<file path="src/rfObsPkg.sv">
// shared types for the register-file macro with its observation path
// holds the Wishbone request and response structs, the address union,
// the status-register selectors and the observation-width helper
// modules pull these in with a wildcard import in their header

package rfObsPkg;

  // --------------------------------------------------
  // bus widths
  // --------------------------------------------------

  // Wishbone data width, fixed for the whole macro
  localparam int dataWidth = 32;
  // address bit 7 picks the space: 0 is the array, 1 is the status block
  localparam int addrWidth = 8;

  // --------------------------------------------------
  // address decode views
  // --------------------------------------------------

  // array view, only the low indexWidth bits of the index reach the array
  typedef struct packed {
    logic                 space;
    logic [addrWidth-2:0] index;
  } arrayView_t;

  // status view, the low bits select one status register
  typedef struct packed {
    logic                 space;
    logic [addrWidth-2:0] csrSel;
  } csrView_t;

  // the same address word read two ways depending on the space bit
  typedef union packed {
    arrayView_t arrayView;
    csrView_t   csrView;
  } wbAddr_u;

  // status register selectors, the testbench uses them as well
  localparam logic [addrWidth-2:0] csrObs   = 7'd0;
  localparam logic [addrWidth-2:0] csrCount = 7'd1;

  // --------------------------------------------------
  // Wishbone classic request and response
  // --------------------------------------------------

  typedef struct packed {
    logic                   cyc;
    logic                   stb;
    logic                   we;
    logic [dataWidth/8-1:0] sel;
    wbAddr_u                adr;
    logic [dataWidth-1:0]   dat;
  } wbReq_t;

  typedef struct packed {
    logic                 ack;
    logic [dataWidth-1:0] dat;
  } wbRsp_t;

  // number of XOR groups over a vector, a partial last group counts as one
  function automatic int obsFlopNum(input int pinNum, input int xorSize);
    return (pinNum / xorSize) + int'((pinNum % xorSize) > 0);
  endfunction

endpackage

</file>
<file path="src/rfArray.sv">
// one-read one-write storage array behind the Wishbone slave
// a write updates only the byte lanes whose sel bit is set
// a read loads the addressed word into a register, so data shows up
// one cycle after the accept edge, in step with the acknowledge
// the depth is two to the power of indexWidth words of dataWidth bits

`timescale 1ns/1ps

module rfArray
  import rfObsPkg::*;
#(
  parameter int indexWidth = 4
)
(
  input  logic                   clock,
  input  logic                   arstN,
  input  logic                   enable,
  input  logic                   write,
  input  logic [dataWidth/8-1:0] sel,
  input  logic [indexWidth-1:0]  index,
  input  logic [dataWidth-1:0]   writeData,
  output logic [dataWidth-1:0]   readData
);

  // number of words held by the array
  localparam int depth = 2 ** indexWidth;

  // --------------------------------------------------
  // storage
  // --------------------------------------------------

  logic [dataWidth-1:0] mem [depth];

  // registered read word, cleared at reset so the first response is known
  logic [dataWidth-1:0] readReg;

  // contents are never cleared, software has to write before it reads
  always_ff @(posedge clock)
  begin
    if (enable && write)
    begin
      // each sel bit guards its own byte lane
      for (int lane = 0; lane < dataWidth / 8; lane++)
      begin
        if (sel[lane])
        begin
          mem[index][lane*8 +: 8] <= writeData[lane*8 +: 8];
        end
      end
    end
  end

  // --------------------------------------------------
  // read register
  // --------------------------------------------------

  // the read samples at the same edge a write would land
  // on a write the register keeps its old value
  always_ff @(posedge clock or negedge arstN)
  begin
    if (!arstN)
    begin
      readReg <= '0;
    end
    else if (enable && !write)
    begin
      readReg <= mem[index];
    end
  end

  // the responder picks this up while ack is high
  assign readData = readReg;

endmodule

</file>
<file path="src/obsCompactor.sv">
// observation compactor for the array's address and control pins
// the control vector of each array access is folded into XOR groups
// of obsXorSize bits, and the groups are captured in observation flops
// the flops only load on a fired access, so they always show the last one
// a 16-bit wrapping counter keeps track of how many accesses fired

`timescale 1ns/1ps

module obsCompactor
  import rfObsPkg::*;
#(
  parameter int indexWidth = 4,
  parameter int obsXorSize = 3
)
(
  input  logic                                               clock,
  input  logic                                               arstN,
  input  logic                                               accessFire,
  input  logic [indexWidth+4:0]                              accessVec,
  output logic [obsFlopNum(indexWidth + 5, obsXorSize)-1:0] obsSnap,
  output logic [15:0]                                        accessCount
);

  // index plus we plus four sel bits
  localparam int pinNum  = indexWidth + 5;
  localparam int flopNum = obsFlopNum(pinNum, obsXorSize);

  // --------------------------------------------------
  // XOR grouping
  // --------------------------------------------------

  logic [flopNum-1:0] groupBits;

  // group k folds bits k*obsXorSize upward, the last one takes what is left
  for (genvar g = 0; g < flopNum; g++)
  begin : gObsGroup
    if (g < flopNum - 1)
    begin : gFull
      assign groupBits[g] = ^accessVec[g*obsXorSize +: obsXorSize];
    end
    else
    begin : gLast
      // may be shorter than obsXorSize when the width does not divide evenly
      assign groupBits[g] = ^accessVec[pinNum-1 : g*obsXorSize];
    end
  end

  // --------------------------------------------------
  // observation flops and access counter
  // --------------------------------------------------

  logic [flopNum-1:0] obsFlops;
  logic [15:0]        countReg;

  // both update at the accept edge, the next access reads the new values
  always_ff @(posedge clock or negedge arstN)
  begin
    if (!arstN)
    begin
      obsFlops <= '0;
      countReg <= '0;
    end
    else if (accessFire)
    begin
      obsFlops <= groupBits;
      // plain increment, the counter rolls over past 16'hffff
      countReg <= countReg + 16'd1;
    end
  end

  assign obsSnap     = obsFlops;
  assign accessCount = countReg;

endmodule

</file>
<file path="src/wbResponder.sv">
// Wishbone classic slave for the register-file macro
// it finds the accept event, decodes the address through the address union
// and steers array accesses to the array and to the observation compactor
// status reads are registered here, and ack follows one cycle after accept
// the response data comes from the array or from the status word,
// depending on which space the last access used

`timescale 1ns/1ps

module wbResponder
  import rfObsPkg::*;
#(
  parameter int indexWidth = 4,
  parameter int obsXorSize = 3
)
(
  input  logic                                               clock,
  input  logic                                               arstN,
  input  wbReq_t                                             req,
  output wbRsp_t                                             rsp,
  output logic                                               arrayEnable,
  output logic                                               arrayWrite,
  output logic [dataWidth/8-1:0]                             arraySel,
  output logic [indexWidth-1:0]                              arrayIndex,
  output logic [dataWidth-1:0]                               arrayWriteData,
  input  logic [dataWidth-1:0]                               readData,
  output logic                                               accessFire,
  output logic [indexWidth+4:0]                              accessVec,
  input  logic [obsFlopNum(indexWidth + 5, obsXorSize)-1:0] obsSnap,
  input  logic [15:0]                                        accessCount
);

  // --------------------------------------------------
  // accept and decode
  // --------------------------------------------------

  logic                 ackReg;
  logic                 csrHit;
  logic [dataWidth-1:0] csrData;
  logic [dataWidth-1:0] csrNext;
  logic                 accept;
  logic                 arraySpace;

  // first edge with a valid request that has not been answered yet
  assign accept = req.cyc && req.stb && !ackReg;

  // space bit 0 means the storage array
  assign arraySpace = !req.adr.arrayView.space;

  // array pins follow the request, enable only pulses at accept
  assign arrayEnable    = accept && arraySpace;
  assign arrayWrite     = req.we;
  assign arraySel       = req.sel;
  assign arrayIndex     = req.adr.arrayView.index[indexWidth-1:0];
  assign arrayWriteData = req.dat;

  // the compactor sees exactly what the array pins see
  // packed as index in the low bits, then we, then sel on top
  assign accessFire = arrayEnable;
  assign accessVec  = {req.sel, req.we, arrayIndex};

  // --------------------------------------------------
  // status register select
  // --------------------------------------------------

  // both status values are zero-extended to the bus width
  always_comb
  begin
    case (req.adr.csrView.csrSel)
      csrObs:   csrNext = dataWidth'(obsSnap);
      csrCount: csrNext = dataWidth'(accessCount);
      // selectors without a register read back as zero
      default:  csrNext = '0;
    endcase
  end

  // status word only loads on a status read, writes there are dropped
  always_ff @(posedge clock)
  begin
    if (accept && !arraySpace && !req.we)
    begin
      csrData <= csrNext;
    end
  end

  // --------------------------------------------------
  // acknowledge and response
  // --------------------------------------------------

  // ack is a single-cycle pulse, it blocks a second accept on the next edge
  // csrHit remembers the space so the response mux stays steady under ack
  always_ff @(posedge clock or negedge arstN)
  begin
    if (!arstN)
    begin
      ackReg <= 1'b0;
      csrHit <= 1'b0;
    end
    else
    begin
      ackReg <= accept;
      if (accept)
      begin
        csrHit <= !arraySpace;
      end
    end
  end

  assign rsp.ack = ackReg;
  assign rsp.dat = csrHit ? csrData : readData;

endmodule

</file>
<file path="src/rfObsTop.sv">
// top level of the register-file macro with its observation path
// a Wishbone classic request comes in, a response with ack goes out
// the storage array and the observation compactor run side by side,
// both fed by the responder, which also merges their results
// indexWidth sets the array depth, obsXorSize the compactor group size,
// and both are handed down to the blocks from here

`timescale 1ns/1ps

module rfObsTop
  import rfObsPkg::*;
#(
  parameter int indexWidth = 4,
  parameter int obsXorSize = 3
)
(
  input  logic   clock,
  input  logic   arstN,
  input  wbReq_t req,
  output wbRsp_t rsp
);

  // number of observation flops for the default control vector
  localparam int flopNum = obsFlopNum(indexWidth + 5, obsXorSize);

  // --------------------------------------------------
  // internal nets
  // --------------------------------------------------

  // array side
  logic                   arrayEnable;
  logic                   arrayWrite;
  logic [dataWidth/8-1:0] arraySel;
  logic [indexWidth-1:0]  arrayIndex;
  logic [dataWidth-1:0]   arrayWriteData;
  logic [dataWidth-1:0]   readData;

  // observation side
  logic                   accessFire;
  logic [indexWidth+4:0]  accessVec;
  logic [flopNum-1:0]     obsSnap;
  logic [15:0]            accessCount;

  // --------------------------------------------------
  // blocks
  // --------------------------------------------------

  rfArray #(
    .indexWidth (indexWidth)
  ) i_rfArray (
    .clock     (clock),
    .arstN     (arstN),
    .enable    (arrayEnable),
    .write     (arrayWrite),
    .sel       (arraySel),
    .index     (arrayIndex),
    .writeData (arrayWriteData),
    .readData  (readData)
  );

  obsCompactor #(
    .indexWidth (indexWidth),
    .obsXorSize (obsXorSize)
  ) i_obsCompactor (
    .clock       (clock),
    .arstN       (arstN),
    .accessFire  (accessFire),
    .accessVec   (accessVec),
    .obsSnap     (obsSnap),
    .accessCount (accessCount)
  );

  // the responder needs obsXorSize only to size its obsSnap input
  wbResponder #(
    .indexWidth (indexWidth),
    .obsXorSize (obsXorSize)
  ) i_wbResponder (
    .clock          (clock),
    .arstN          (arstN),
    .req            (req),
    .rsp            (rsp),
    .arrayEnable    (arrayEnable),
    .arrayWrite     (arrayWrite),
    .arraySel       (arraySel),
    .arrayIndex     (arrayIndex),
    .arrayWriteData (arrayWriteData),
    .readData       (readData),
    .accessFire     (accessFire),
    .accessVec      (accessVec),
    .obsSnap        (obsSnap),
    .accessCount    (accessCount)
  );

endmodule

</file>
<file path="config.mk">
export PLATFORM = sky130hd
export DESIGN_NAME = rfObsTop
export DESIGN_NICKNAME = d
export VERILOG_FILES = /design/src/rfObsPkg.sv /design/src/rfArray.sv /design/src/obsCompactor.sv /design/src/wbResponder.sv /design/src/rfObsTop.sv
export SDC_FILE = /design/constraint.sdc
export NUM_CORES = 1
export LEC_CHECK = 0
export BUFFER_PORTS_ARGS = -buffer_cell sky130_fd_sc_hd__buf_2
export CAP_MARGIN = 20
export CORE_MARGIN = 2
export CORE_UTILIZATION = 58
export CTS_BUF_LIST = sky130_fd_sc_hd__clkbuf_4
export CTS_CLUSTER_SIZE = 25
export DETAILED_ROUTE_END_ITERATION = 10
export GPL_TIMING_DRIVEN = 0
export PLACE_DENSITY = 0.75
export SLEW_MARGIN = 10
export SYNTH_ARGS = -nofsm -noshare
export SYNTH_HDL_FRONTEND = slang
export SYNTH_SLANG_ARGS = --single-unit
</file>
<file path="constraint.sdc">
create_clock -name clock -period 5.7 [get_ports clock]
set_input_delay 0.57 -clock clock [delete_from_list [all_inputs] [get_ports clock]]
set_output_delay 0.57 -clock clock [all_outputs]
set_load 0.01 [all_outputs]
</file>
==> qor.yml <==
grt_pass1_vias: 12748
clock_skew_ns: 0.0480
drive_above_1_share: 0.308
num-fill-cells: 2656
cts.path.max_buffers: 3
cp-start-kind: "flop"
synth_area_um2: 22900
slew-limit-headroom: 0.231
ys_ff_latch: 581
wl_met2_um: 25900
area_growth_pct: 13.3
maxSlewViolCount: 0
ys.flop_type: "edfxtp_1"
yosysWarnings: 0
dieArea_um2: 41000
cts.htree.levels: 4
io_pins: 82
ctsHoldBuffers: 1
wirelength_met1_um: 21000
synthCells: 1188
syn_area_per_cell_um2: 19.2
highest_layer: "met5"
max-vdd-ir-drop_uv: 171
power.switching_mw: 2.03
endpoint_kind: "output port"
ys_seq_area_frac: 0.752
drt.antenna.violating_nets: 0
swShare: 0.228
cp_data_arrival_time_ns: 2.80
worstReg2RegEnd: "i_rfArray.mem[7][23]"
p_int_mw: 6.86
portBuffers: 80
critPathKind: "reg2out"
hp-class: "in2reg"
drc_errors: 0
comb_power_share: 0.065
clock_sinks: 581
cts_inserted_buffers: 145
start_util: 0.590
grt_pass1_wl_um: 78800
gr-total-overflow: 0
grt_util_all_layers: 0.272
coreArea_um2: 38700
p_seq_frac: 0.541
clk_latency_ns: 0.86
period_share: 0.592
routed_wl_um: 54400
grt_max_degree: 39
reg2regPathDepth: 5
setup_violations: 0
post-dp-hpwl_um: 34400
antenna_found_initial: 3
worst-path-max-fanout: 10
first_iter_violations: 1523
fin_ws_ns: 2.33
grt_setup_unrepaired: "no"
p_leak_nw: 9.15
vias: 12553
timing.rr.start: "i_wbResponder.ackReg"
worstHoldStart: "req[43]"
worstMarginPinSlew_ns: 1.15
reg2reg_slack_ns: 2.86
cts-root-buf: "clkbuf_4"
layout_common_cells: "edfxtp_1 (528), clkbuf_4 (220), mux2i_1 (128)"
die-height_um: 203
synth_nets: 1242
pre_cts_ws_ns: 1.68
drtPass1Iterations: 8
p_clk_frac: 0.394
synth_edf_count: 528
timing.final.crit_period_ns: 3.37
outcome: "finished clean"
wl_met3_um: 5550
crit_end: "rsp[15]"
timing.fmax_mhz: 297
cts_tree: "built"
stdcell_count: 2049
floorplan.rows: 72
ys_async_sr_fraction: 0.0912
clkTransAtPathRegs_ns: 0.06
worst-endpoint-required_ns: 5.13
drv_cap: 0
routed_via_density: 6.13
cts-resized-gates: 0
placed_cells: 1791
wl_per_cell_um: 26.5
nets: 1480
gp_routability_congestion: 0.878
finalHoldViolations: 0
mostFrequentLayoutCell: "edfxtp_1"
setup_tns_ns: 0
fp.dieW_um: 203
ys_types: 40
startpoint: "i_wbResponder.csrHit"
power_density_nw_per_um2: 343
post_cts_buffers: 0
[state kept, by name, indices dropped and copies added, names as in the netlist]
register	flops
i_wbResponder.csrData	16
i_obsCompactor.obsSnap	3
i_obsCompactor.accessCount	16
i_rfArray.mem	512
i_rfArray.readData	32
i_wbResponder.csrHit	1
i_wbResponder.ackReg	1
[routing by layer]
metal / vias to the layer above / global-route usage
met5: - / 0
met4: 2 / 0.126
met1: 6312 / 0.362
met3: 133 / 0.0809
li1: 5358 / -
met2: 748 / 0.418
[critical path, cell delays in order, from the launching register on]
cell	delay (ns)
dfrtp_1	0.33
clkbuf_1	0.28
clkbuf_1	0.75
mux2_2	0.45
buf_2	0.15
[worst min-delay path by stage]
stage | endpoint | slack (ns) | cells past startpoint
floorplan | i_obsCompactor.accessCount[0] | 0.27 | 0
global placement | i_obsCompactor.accessCount[15] | 0.46 | 1
detailed placement | i_obsCompactor.accessCount[15] | 0.47 | 1
CTS | i_obsCompactor.obsSnap[2] | 0.01 | 3
global route | i_rfArray.mem[7][29] | 0.06 | 1
finish | i_obsCompactor.obsSnap[2] | 0.07 | 3
[kinds of logic (layout without fill, tap and decap cells)]
| group | count (synthesis) | in the layout | synth area share |
|---|---|---|---|
| flip-flops | 581 | 581 | 0.752 |
| XOR/XNOR | 20 | 20 | 0.00766 |
| AO/OA/AOI/OAI | 118 | 118 | 0.0373 |
| buffers and inverters | 71 | 413 | 0.0211 |
| AND/OR/NAND/NOR | 169 | 169 | 0.0365 |
| other | 0 | 1 | 0 |
| adder cells (fa/ha/maj) | 5 | 5 | 0.00274 |
| multiplexers | 224 | 224 | 0.143 |
[power by group through the flow]
| stage | logic, mW | registers (mW) | clock network, mW |
|---|---|---|---|
| 4_1_cts | 0.576 | 4.80 | 3.55 |
| 2_1_floorplan | 0.349 | 4.85 | 0 |
| 3_5_place_dp | 0.573 | 4.89 | 0 |
| 3_3_place_gp | 0.554 | 4.89 | 0 |
| 5_1_grt | 0.617 | 4.81 | 3.78 |
| 6_report | 0.576 | 4.81 | 3.50 |
[synth_stat cells, types with 18 or more instances]
| cell type | count | area share |
|---|---|---|
| nand2_1 | 28 | 0.0046 |
| mux2i_1 | 128 | 0.056 |
| mux4_2 | 78 | 0.077 |
| buf_2 | 19 | 0.0042 |
| dfrtp_1 | 53 | 0.058 |
| edfxtp_1 | 528 | 0.69 |
| a22oi_1 | 48 | 0.016 |
| o21ai_1 | 20 | 0.0044 |
| a32oi_1 | 24 | 0.0092 |
| nor2_1 | 79 | 0.013 |
| clkbuf_1 | 21 | 0.0034 |
| nor2b_1 | 18 | 0.0049 |
[area by class of cell]
class / count / area (um2) / share of cell area
Antenna cell: 1 / 2.50 / 0.0000966
Buffer: 68 / 472 / 0.0182
Clock buffer: 220 / 1650 / 0.0638
Clock inverter: 31 / 208 / 0.00802
Inverter: 3 / 11.3 / 0.000435
Multi-Input combinational cell: 536 / 5200 / 0.201
Sequential cell: 581 / 17200 / 0.663
Tap cell: 518 / 648 / 0.0250
Timing Repair Buffer: 91 / 534 / 0.0206
[per-stage QoR]
| step | util | hold WS [ns] | total power, mW | area (um2) |
|---|---|---|---|---|
| after floorplan | - | 0.274 | 5.20 | 22900 |
| after global placement | 0.617 | 0.456 | 5.45 | 23900 |
| after detailed placement | 0.619 | 0.475 | 5.47 | 24000 |
| after CTS | 0.667 | 0.0129 | 8.93 | 25900 |
| after global routing | 0.669 | 0.0563 | 9.21 | 25900 |
| final | 0.669 | 0.0722 | 8.88 | 25900 |
(Power assumes the default switching activity.)
